## config.mk

```make
export PLATFORM = sky130hd
export DESIGN_NAME = snn_spike_gen
export DESIGN_NICKNAME = d
export VERILOG_FILES = /design/src/source/snn_pkg.sv /design/src/source/snn_spike_gen.sv
export SDC_FILE = /design/constraint.sdc
export NUM_CORES = 1
export LEC_CHECK = 0
export BUFFER_PORTS_ARGS = -buffer_cell sky130_fd_sc_hd__buf_2
export CORE_MARGIN = 4
export CORE_UTILIZATION = 48
export CTS_CLUSTER_SIZE = 30
export DETAILED_ROUTE_END_ITERATION = 8
export PLACE_DENSITY = 0.83
export SYNTH_ARGS = -nofsm -noshare
export SYNTH_HDL_FRONTEND = slang
export SYNTH_SLANG_ARGS = --single-unit
```

## constraint.sdc

```tcl
create_clock -name clk -period 3.73 [get_ports clk]
set_clock_uncertainty 0.15 [all_clocks]
set_input_delay 0.1865 -clock clk [delete_from_list [all_inputs] [get_ports clk]]
set_output_delay 0.1865 -clock clk [all_outputs]
set_load 0.01 [all_outputs]
```

## src/source/snn_pkg.sv

```systemverilog
package snn_pkg;

    // network dimensions
    localparam int NUM_PIXELS    = 196;                       // 14x14 image
    localparam int NUM_NEURONS   = 10;
    localparam int NUM_WEIGHTS   = NUM_PIXELS * NUM_NEURONS;
    localparam int PIXEL_IDX_W   = 8;
    localparam int WEIGHT_ADDR_W = 11;
    localparam int NEURON_IDX_W  = 4;
    localparam int QUEUE_DEPTH   = 256;                       // room for every pixel

    // rate encoder LFSR
    localparam logic [7:0] LFSR_SEED = 8'hA5;
    localparam logic [7:0] LFSR_TAPS = 8'hB8;                 // x^8+x^6+x^5+x^4+1

    typedef logic [7:0]        pixel_t;                       // unsigned intensity
    typedef logic signed [7:0] weight_t;
    typedef logic signed [7:0] vmem_t;
    typedef logic [7:0]        count_t;

    // field order matches the PARAM register bytes
    typedef struct packed {
        logic [7:0] num_steps;                                // timesteps, 1 or more
        vmem_t      v_th;
        logic [7:0] beta;                                     // leak in 256ths
    } neuron_cfg_t;

    typedef struct packed {
        logic    op_leak;                                     // 0 integrate, 1 leak and fire
        vmem_t   vmem;
        weight_t weight;
    } neuron_op_t;

endpackage
```

## src/source/snn_spike_gen.sv

```systemverilog
`timescale 1ns/1ps

module snn_spike_gen (
    input  logic                             clk,
    input  logic                             rst,
    input  logic                             reseed_i,
    input  logic                             pixel_vld_i,
    input  logic [snn_pkg::PIXEL_IDX_W-1:0] pixel_idx_i,
    input  snn_pkg::pixel_t                  pixel_i,
    output logic                             push_o,
    output logic [snn_pkg::PIXEL_IDX_W-1:0] push_idx_o
);
    logic [7:0] lfsr;
    logic       feedback;
    logic       spike;

    assign feedback = ^(lfsr & snn_pkg::LFSR_TAPS);
    // brighter pixels spike more often
    assign spike = pixel_i != '0 && pixel_i >= lfsr;

    always_ff @(posedge clk) begin
        if (rst) begin
            lfsr   <= snn_pkg::LFSR_SEED;
            push_o <= 1'b0;
        end else begin
            if (reseed_i) begin
                lfsr <= snn_pkg::LFSR_SEED;                   // same sequence every inference
            end else if (pixel_vld_i) begin
                lfsr <= {lfsr[6:0], feedback};
            end
            push_o <= pixel_vld_i && spike;
        end
    end

    always_ff @(posedge clk) begin
        push_idx_o <= pixel_idx_i;
    end

endmodule

```

==> reports/metrics.cfg, run 1 <==
[outcome]
status=finished, final reports clean

[global_route]
grt_use_total=0.1729
grt_overflow=0
grt_max_degree=14
grt_pass1_vias=565
antenna_found_initial=0
grt_pass1_wl_mm=2.525

[yosys]
synth_nets=97
yosysTopAreaCell=dfxtp_1
synth.avg_cell_area_sq_um=10.19
ys_warn_count=0
yosysSeqAreaShare=0.4840
synthDistinctLibCells=18
syn_inst=69
synth_area_sq_um=703.2
netlist_top_cells_area=dfxtp_1 (48%), ha_1 (14%), mux2i_1 (5.7%), o211ai_1 (5.3%), inv_1 (4.3%)
ys_ff_latch=17
yosysTopAreaCellShare=0.4840

[detailed_routing]
drc=0
drt_iter0_markers=13
wl_per_cell_microns=13.26
detail-route-antenna-nets=0
drt_wl_total_mm=1.631
dr.pass1.iters=4
dr_total_vias=616
routed_via_density=5.008

[critical_path]
required_ns=3.75
arrival_ns=1.62
max_stage_delay_ns=0.40
slowest_stage=dfxtp_1
endpoint_kind=flop
cp_cell_sequence=inv_1 > ha_1 > a211o_1 > a211oi_1 > a21oi_1
rrSetupSlack_ns=2.13
path_max_fanout=4
path_class=reg -> reg
cp-start-kind=flop
path_buf_inv=1
crit_family=compound AO/OA/AOI/OAI gates

[floorplan]
die_w_microns=46.28
fp.dieH_microns=46.28
initial_utilization=0.5272
fp.dieArea_sq_um=2141
ios=29
core-area_sq_um=1334
rows=13

[timing]
setup_viol=0
maxSlewHeadroom=0.7770
fin_ws_ns=2.130
max_freq_mhz=624.9
hold_viol_final=0
worstMarginPinSlew_ns=0.3333
min_period_ns=1.600
finalCritPeriodShare=0.4290
tns_ns=0
drv_slew=0
grt_setup_unrepaired=no

[cells_and_area]
multi_input_area_sq_um=321.6
nets=137
drive_gt1_frac=0.2963
syn_to_final_growth_pct=36.12
final_cell_area_sq_um=957.2
diodes=0
num-fill-cells=104
regArea_sq_um=340.3

[clocking]
clock-sinks=17
cts_setup_buffers=0
clk_path_buf_depth=2
clk_pin_slew_ns=0.09
htree_num_levels=1
cts_tree=built
numCtsBuffers=3
cts-root-buf=clkbuf_4
worstSkewPairLatency_ns=0.29

[placement]
dp_hpwl_mm=1.203
place_congestion=0.7881
placed_area_sq_um=850.8
pre_cts_ws_ns=2.122
io_buffers=28

[power]
power.density_nw_per_um2=362.7
ir_drop_uv=341.8
leakagePower_nw=0.4640

[flow_run]
cap_violations=0

[worst_hold_path]
hold_class=in -> reg

==> synthesized netlist by cell type <==
library cell  instances
nor4_1                2
buf_6                 1
mux2i_1               4
dfxtp_1              17
nor3_1                2
nand4b_1              1
inv_1                 8
a211o_1               1
nand2_1               4
or2_2                 1
nor2_1                6
a21oi_1               3
ha_1                  8
o211ai_1              5
a211oi_1              1
a31oi_1               1
xnor2_1               3
o21ai_0               1
==> placed cells by master, fill, tap and decap left out <==
cell,synthesis,layout
a211o_1,1,1
a211oi_1,1,1
a21oi_1,3,3
a31oi_1,1,1
buf_2,0,28
clkbuf_1,0,1
clkbuf_4,0,3
dfxtp_1,17,17
dlygate4sd3_1,0,8
ha_1,8,8
inv_1,8,8
mux2i_1,4,4
nand2_1,4,4
nand4b_1,1,1
nor2_1,6,6
nor3_1,2,2
nor4_1,2,2
o211ai_1,5,5
o21ai_0,1,1
or2_2,1,1
xnor2_1,3,3
==> path summary, 6_finish.rpt <==
kind | start | end | cells after the start
worst max-delay path | lfsr[3] | push_o | 5
worst min-delay path | rst | push_o | 3
worst max register to register | lfsr[3] | push_o | 5
worst min register to register | lfsr[6] | lfsr[7] | 2
==> worst register-to-register path: cells and delay by family (launching register included) <==
kind,cells,cell delay (ns)
DFF,1,0.40
adders and majority gates,1,0.30
AOI/OAI and AO/OA,3,0.57
buffers and inverters,1,0.07
==> cell families (layout without fill, tap and decap cells) <==
logic type      count (synthesis)  after routing  synth area share
flops                          17             17            0.4840
mux                             4              4           0.05694
buf+inv                         9             48           0.05872
xor+xnor                        3              3           0.03737
simple gates                   16             16            0.1068
fa+ha+maj                       8              8            0.1424
compound gates                 12             12            0.1139
==> cell type report <==
cell class | count | share of cell area
Inverter | 8 | 0.03137
Tap cell | 15 | 0.01961
Clock buffer | 4 | 0.02745
Multi-Input combinational cell | 43 | 0.3359
Timing Repair Buffer | 36 | 0.2301
Sequential cell | 17 | 0.3556
==> report_power, final <==
group / total, W / leakage, nW / switching (W) / internal (W)
logic: 0.0000578 / 0.308 / 0.0000270 / 0.0000308
clock network: 0.0000945 / 0.0150 / 0.0000529 / 0.0000416
registers: 0.000195 / 0.141 / 0.00000434 / 0.000191
==> per-stage QoR <==
stage	std cells	hold WS, ns	total power (W)	util
4_1_cts	123	0.02443	0.0003495	0.7176
2_1_floorplan	69	0.06422	0.0002276	-
5_1_grt	123	0.03386	0.0003685	0.7176
3_3_place_gp	111	0.1396	0.0002471	0.6379
3_5_place_dp	111	0.1411	0.0002500	0.6379
6_report	123	0.02524	0.0003471	0.7176
==> routing by layer <==
metal / track usage / part of all wire / up-vias
met5: 0 / 0 / -
li1: - / - / 317
met3: 0.06641 / 0.046 / 4
met2: 0.3159 / 0.55 / 13
met1: 0.1792 / 0.37 / 282
met4: 0.05114 / 0.031 / 0
==> timing repair <==
action / CTS / global route
hold buffers: 8 / 0
endpoints found under the hold margin: 8 / 0
gates resized for setup: 0 / 0
==> state kept, by name (all words and copies together), names as in the netlist <==
| register | count |
|---|---|
| lfsr | 8 |
| push_idx_o | 8 |
| push_o | 1 |
(Power assumes the default switching activity.)
==> run 2, diff against run 1 <==
--- a/config.mk
+++ b/config.mk
@@ -7,10 +7,10 @@
 export LEC_CHECK = 0
 export BUFFER_PORTS_ARGS = -buffer_cell sky130_fd_sc_hd__buf_2
 export CORE_MARGIN = 4
-export CORE_UTILIZATION = 48
+export CORE_UTILIZATION = 45
 export CTS_CLUSTER_SIZE = 30
 export DETAILED_ROUTE_END_ITERATION = 8
-export PLACE_DENSITY = 0.83
+export PLACE_DENSITY = 0.79
 export SYNTH_ARGS = -nofsm -noshare
 export SYNTH_HDL_FRONTEND = slang
 export SYNTH_SLANG_ARGS = --single-unit
==> constraint.sdc (replaced) <==
create_clock -name clk -period 1.59 [get_ports clk]
set_clock_uncertainty 0.15 [all_clocks]
set_input_delay 0.0795 -clock clk [delete_from_list [all_inputs] [get_ports clk]]
set_output_delay 0.0795 -clock clk [all_outputs]
set_load 0.01 [all_outputs]
==> run 2 against run 1 <==
Effect of this change: critical path depth stayed put; sequential cell count stayed put; core utilization is 5.4 points lower; power is 140% higher; die area is 5.5% higher; final cell count is 3.3% higher.
==> reports/metrics.cfg, run 2 (same netlist as run 1, synthesis figures left out) <==
[critical_path]
path_class=reg -> reg
cp_cell_sequence=inv_1 > ha_1 > a211o_1 > a211oi_1 > a21oi_1
r2r.worst_path.cells=5  ; unchanged
critPathLaunch=lfsr[3]
required_ns=1.61  ; -2.14 ns
endpoint_kind=flop
max_stage_delay_ns=0.36  ; -0.04 ns
path_max_fanout=3  ; -1
reg2reg_from=lfsr[3]
cp-start-kind=flop
slowest_stage=dfxtp_2
arrival_ns=1.53  ; -0.09 ns

[global_route]
busiest_layer=met2
antenna_found_initial=0  ; unchanged
grt_pass1_vias=663  ; +17%
grt_pass1_wl_mm=2.559  ; +1.3%
grt_max_degree=14  ; unchanged
grt_overflow=0  ; unchanged
use_met3=0.03008  ; -0.03633
grt_use_total=0.1591  ; -0.01377
use_met1=0.1746  ; -0.004642
use_met2=0.3048  ; -0.01112

[floorplan]
ios=29  ; unchanged
rows=14  ; +1
fp.dieArea_sq_um=2259  ; +5.5%
core-area_sq_um=1489  ; +12%
fp.dieH_microns=47.53  ; +2.7%
die_w_microns=47.53  ; +2.7%
initial_utilization=0.4723  ; -0.05494

[cells_and_area]
num-fill-cells=122  ; +17%
top_regs=lfsr x8, push_idx_o x8, push_o x1
final_cell_area_sq_um=988.4  ; +3.3%
instances_no_fill=127  ; +3.3%
diodes=0  ; unchanged
drive_gt1_frac=0.3153  ; +0.01902
nets=140  ; +2.2%
final_cell_mix=buf_2 (28), dfxtp_1 (16), dlygate4sd3_1 (10)
syn_to_final_growth_pct=40.57
final_common_cell=buf_2

[clocking]
clk_pin_slew_ns=0.10  ; about the same
worstSkewPairLatency_ns=0.28  ; about the same
numCtsBuffers=3  ; unchanged
htree_num_levels=1  ; unchanged
cts-root-buf=clkbuf_4
cts_tree=built
clk_path_buf_depth=2  ; unchanged
clock-sinks=17  ; unchanged

[detailed_routing]
dr.pass1.iters=3  ; -1
drt_wl_total_mm=1.579  ; -3.2%
wl_per_cell_microns=12.43  ; -6.2%
drc=0  ; unchanged
detail-route-antenna-nets=0  ; unchanged
dr_total_vias=624  ; +1.3%
routed_via_density=4.913  ; -1.9%
drt_iter0_markers=6  ; -7

[placement]
dp_hpwl_mm=1.183  ; -1.7%
place_inst=112  ; +0.90%
placed_area_sq_um=852.1  ; +0.15%
io_buffers=28  ; unchanged
place_congestion=0.8370  ; +6.2%

[power]
leakagePower_nw=0.4808  ; +3.6%
seq_power_share=0.557  ; -0.004
pwr-share-comb=0.172  ; +0.006
sw_frac_of_total=0.2481  ; +0.005352
clockPowerShare=0.272  ; about the same
ir_drop_uv=604.2  ; +77%
power.density_nw_per_um2=830.5  ; +130%
p_sw_w=0.0002036  ; +140%
intPower_w=0.0006173  ; +130%

[worst_hold_path]
hold_depth=2  ; -1
hold_class=in -> reg
worstHoldStart=pixel_vld_i

[timing]
setup_viol=0  ; unchanged
finalCritPeriodShare=0.9450  ; +0.5160
worstMarginPinSlew_ns=0.3228  ; -0.01051 ns
hold_viol_final=0  ; unchanged
drv_slew=0  ; unchanged
max_freq_mhz=665.5  ; +6.5%
tns_ns=0  ; unchanged
maxSlewHeadroom=0.7840  ; +0.007032
fin_hold_ws_ns=0.04240  ; +0.01715 ns
min_period_ns=1.503  ; -0.09770 ns
grt_setup_unrepaired=no

[outcome]
status=finished, final reports clean

[flow_run]
cap_violations=0  ; unchanged

## run 2: cell types whose count changed in the layout (fill, tap and decap cells not counted), sizes merged
cell         delta
clkinv          +1
buf             +1
dlygate4sd3     +2
clkbuf          -1
## run 2: routing by layer
layer,vias to the layer above,part of all wire
met1,276,0.44
met5,-,0
met4,0,0
met3,0,0.084
met2,24,0.48
li1,324,-
## run 2: path summary, 6_finish.rpt
| kind | endpoint | slack [ns] |
|---|---|---|
| worst max-delay path | push_o | 0.09 |
| worst max register to register | push_o | 0.09 |
| worst min register to register | lfsr[2] | 0.38 |
| worst min-delay path | lfsr[0] | 0.04 |
## run 2: power by group through the flow
| stage | Combinational [W] | Sequential [W] | Clock, W |
|---|---|---|---|
| 3_3_place_gp | 0.000115 | 0.000466 | 0 |
| 5_1_grt | 0.000158 | 0.000460 | 0.000252 |
| 6_report | 0.000141 | 0.000457 | 0.000223 |
| 2_1_floorplan | 0.0000618 | 0.000472 | 0 |
| 4_1_cts | 0.000139 | 0.000457 | 0.000228 |
| 3_5_place_dp | 0.000119 | 0.000467 | 0 |
## run 2: final cells by class
cell class,count,area (sq um),share of cell area
Sequential cell,17,341.6,0.3456
Tap cell,16,20.02,0.02025
Clock buffer,3,22.52,0.02278
Timing Repair Buffer,39,247.7,0.2506
Inverter,8,30.03,0.03038
Clock inverter,1,5.005,0.005063
Multi-Input combinational cell,43,321.6,0.3253
## run 2: stage by stage
| stage | power (W) | util | setup slack [ns] |
|---|---|---|---|
| floorplan | 0.0005340 | - | 0.1248 |
| finish | 0.0008209 | 0.6639 | 0.08737 |
| global placement | 0.0005806 | 0.5723 | 0.07528 |
| detailed placement | 0.0005861 | 0.5723 | 0.04577 |
| global route | 0.0008693 | 0.6639 | 0.006121 |
| CTS | 0.0008236 | 0.6580 | 0.02344 |
## run 2: repair_timing
| action | CTS | global route |
|---|---|---|
| gates resized for setup | 0 | 1 |
| setup endpoints to repair | 0 | 1 |
| hold buffers | 10 | 0 |
| setup buffers | 0 | 1 |
| hold endpoints to repair | 16 | 0 |
## run 2: critical path, delay by kind of cell (launching register included)
| kind | cells | cell delay (ns) |
|---|---|---|
| buf+inv | 1 | 0.04 |
| compound gates | 3 | 0.55 |
| fa+ha+maj | 1 | 0.29 |
| flops | 1 | 0.36 |
==> run 3, diff against run 2 <==
--- a/config.mk
+++ b/config.mk
@@ -11,6 +11,7 @@
 export CTS_CLUSTER_SIZE = 30
 export DETAILED_ROUTE_END_ITERATION = 8
 export PLACE_DENSITY = 0.79
+export REMOVE_ABC_BUFFERS = 1
 export SYNTH_ARGS = -nofsm -noshare
 export SYNTH_HDL_FRONTEND = slang
 export SYNTH_SLANG_ARGS = --single-unit
==> run 3 against run 2 <==
Effect of this change: sequential share of layout area up 0.21 points; routed wire length decreased by 6.5%; core utilization fell by 0.17 points; clock power is 2% lower; critical path depth stayed put; power down 0.48%; design area down 0.25%; global-route usage fell by 1.4 points; combinational power barely moved; worst hold slack got worse by 0.012 ns.
==> reports/metrics.cfg, run 3 (same netlist as run 1, synthesis figures left out) <==
[outcome]
status=finished, final reports clean

[cells_and_area]
diodes=0  ; unchanged
final_cell_area_sq_um=985.9  ; -0.25%
instances_no_fill=126  ; -0.79%
final_cell_mix=buf_2 (28), dfxtp_1 (15), dlygate4sd3_1 (10)
top_regs=lfsr x8, push_idx_o x8, push_o x1
nets=139  ; -0.71%
num-fill-cells=125  ; +2.5%
drive_gt1_frac=0.3182  ; +0.002867
syn_to_final_growth_pct=40.21
final_common_cell=buf_2

[timing]
grt_setup_unrepaired=no
fin_ws_ns=0.09126  ; +0.003890 ns
worstMarginPinSlew_ns=0.2745  ; -0.04827 ns
maxSlewHeadroom=0.8153  ; +0.03129
hold_viol_final=0  ; unchanged
max_freq_mhz=667.2  ; +0.26%
setup_viol=0  ; unchanged
tns_ns=0  ; unchanged
drv_slew=0  ; unchanged
fin_hold_ws_ns=0.03026  ; -0.01214 ns
min_period_ns=1.499  ; -0.003890 ns
finalCritPeriodShare=0.9426  ; -0.002447

[clocking]
worstSkewPairLatency_ns=0.28  ; about the same
htree_num_levels=1  ; unchanged
cts-root-buf=clkbuf_4
cts_tree=built
clk_path_buf_depth=2  ; unchanged
clk_pin_slew_ns=0.10  ; about the same
numCtsBuffers=3  ; unchanged
clock-sinks=17  ; unchanged

[worst_hold_path]
hold_depth=3  ; +1
worstHoldStart=pixel_vld_i
hold_class=in -> reg

[power]
clockPowerShare=0.268  ; -0.004
seq_power_share=0.560  ; +0.003
leakagePower_nw=0.4735  ; -1.5%
p_sw_w=0.0001955  ; -4.0%
intPower_w=0.0006215  ; +0.68%
power.density_nw_per_um2=828.6  ; -0.23%
sw_frac_of_total=0.2393  ; -0.008744
pwr-share-comb=0.172  ; about the same
ir_drop_uv=600.0  ; -0.68%

[placement]
place_inst=112  ; unchanged
dp_hpwl_mm=1.112  ; -6.0%
io_buffers=28  ; unchanged
pre_cts_ws_ns=0.04558  ; -0.0001913 ns
placed_area_sq_um=852.1  ; unchanged
place_congestion=0.8527  ; +1.9%

[detailed_routing]
drc=0  ; unchanged
drt_iter0_markers=6  ; unchanged
wl_per_cell_microns=11.72  ; -5.7%
dr_total_vias=622  ; -0.32%
routed_via_density=4.937  ; +0.47%
drt_wl_total_mm=1.477  ; -6.5%
dr.pass1.iters=5  ; +2
detail-route-antenna-nets=0  ; unchanged

[critical_path]
path_class=reg -> reg
path_buf_inv=1  ; unchanged
max_stage_delay_ns=0.37  ; about the same
path_max_fanout=4  ; +1
cp-start-kind=flop
critPathLaunch=lfsr[3]
cp_cell_sequence=inv_1 > ha_1 > a211o_1 > a211oi_2 > a21oi_1
r2r.worst_path.cells=5  ; unchanged
arrival_ns=1.52  ; about the same
required_ns=1.62  ; about the same
slowest_stage=dfxtp_2
path_depth=5  ; unchanged
reg2reg_from=lfsr[3]
endpoint_kind=flop
crit_family=compound AO/OA/AOI/OAI gates

[floorplan]
fp.dieH_microns=47.53  ; unchanged
initial_utilization=0.4723  ; unchanged
ios=29  ; unchanged
core-area_sq_um=1489  ; unchanged
fp.dieArea_sq_um=2259  ; unchanged
rows=14  ; unchanged
die_w_microns=47.53  ; unchanged

[flow_run]
cap_violations=0  ; unchanged

[global_route]
grt_pass1_vias=592  ; -11%
grt_overflow=0  ; unchanged
grt_max_degree=14  ; unchanged
grt_use_total=0.1456  ; -0.01355
antenna_found_initial=0  ; unchanged
grt_pass1_wl_mm=2.304  ; -10%

[run 3: changes by cell type in the layout (fill, tap and decap cells not counted), sizes merged]
cell / change
clkinv: -1
clkbuf: +1
buf: -1
[run 3: metal layers]
layer / wire, microns / vias up / share of wire / global-route usage
met5: 0 / - / 0 / 0
met4: 0 / 0 / 0 / 0.03226
met3: 200 / 0 / 0.14 / 0.06391
met2: 680 / 31 / 0.46 / 0.2540
met1: 597 / 270 / 0.40 / 0.1640
li1: - / 321 / - / -
[run 3: what timing repair did]
action                                 in CTS  in global routing
setup buffers                               0                  0
gates resized for setup                     0                  4
endpoints found under the hold margin      16                  0
hold buffers                               10                  0
setup endpoints to repair                   0                  1
[run 3: final timing paths]
| kind | endpoint | slack (ns) |
|---|---|---|
| worst max-delay path | push_o | 0.09 |
| worst min-delay path | lfsr[7] | 0.03 |
| worst max register to register | push_o | 0.09 |
| worst min register to register | lfsr[7] | 0.36 |
[run 3: metrics by stage]
| step | total power, W | utilization |
|---|---|---|
| 2_1_floorplan | 0.0005288 | - |
| 3_3_place_gp | 0.0005797 | 0.5723 |
| 3_5_place_dp | 0.0005847 | 0.5723 |
| 4_1_cts | 0.0008208 | 0.6571 |
| 5_1_grt | 0.0008656 | 0.6622 |
| 6_report | 0.0008170 | 0.6622 |
[run 3: worst min-delay path, stage by stage]
cell	delay, ns
buf_2	0.18
nand2_1	0.08
o211ai_1	0.07
[run 3: layout make-up]
type                       instances  area (sq um)  area share
sequential                        17         342.8      0.3477
multi-input combinational         43         326.6      0.3312
timing repair buffer              38         240.2      0.2437
inverter                           8         30.03     0.03046
clock buffer                       4         26.28     0.02665
tap                               16         20.02     0.02030
[run 3: power by group through the flow]
stage | registers (W) | clock network (W) | logic (W)
after floorplan | 0.000472 | 0 | 0.0000567
after global placement | 0.000466 | 0 | 0.000114
after detailed placement | 0.000467 | 0 | 0.000118
after CTS | 0.000457 | 0.000227 | 0.000137
after global routing | 0.000460 | 0.000248 | 0.000157
final | 0.000457 | 0.000219 | 0.000141
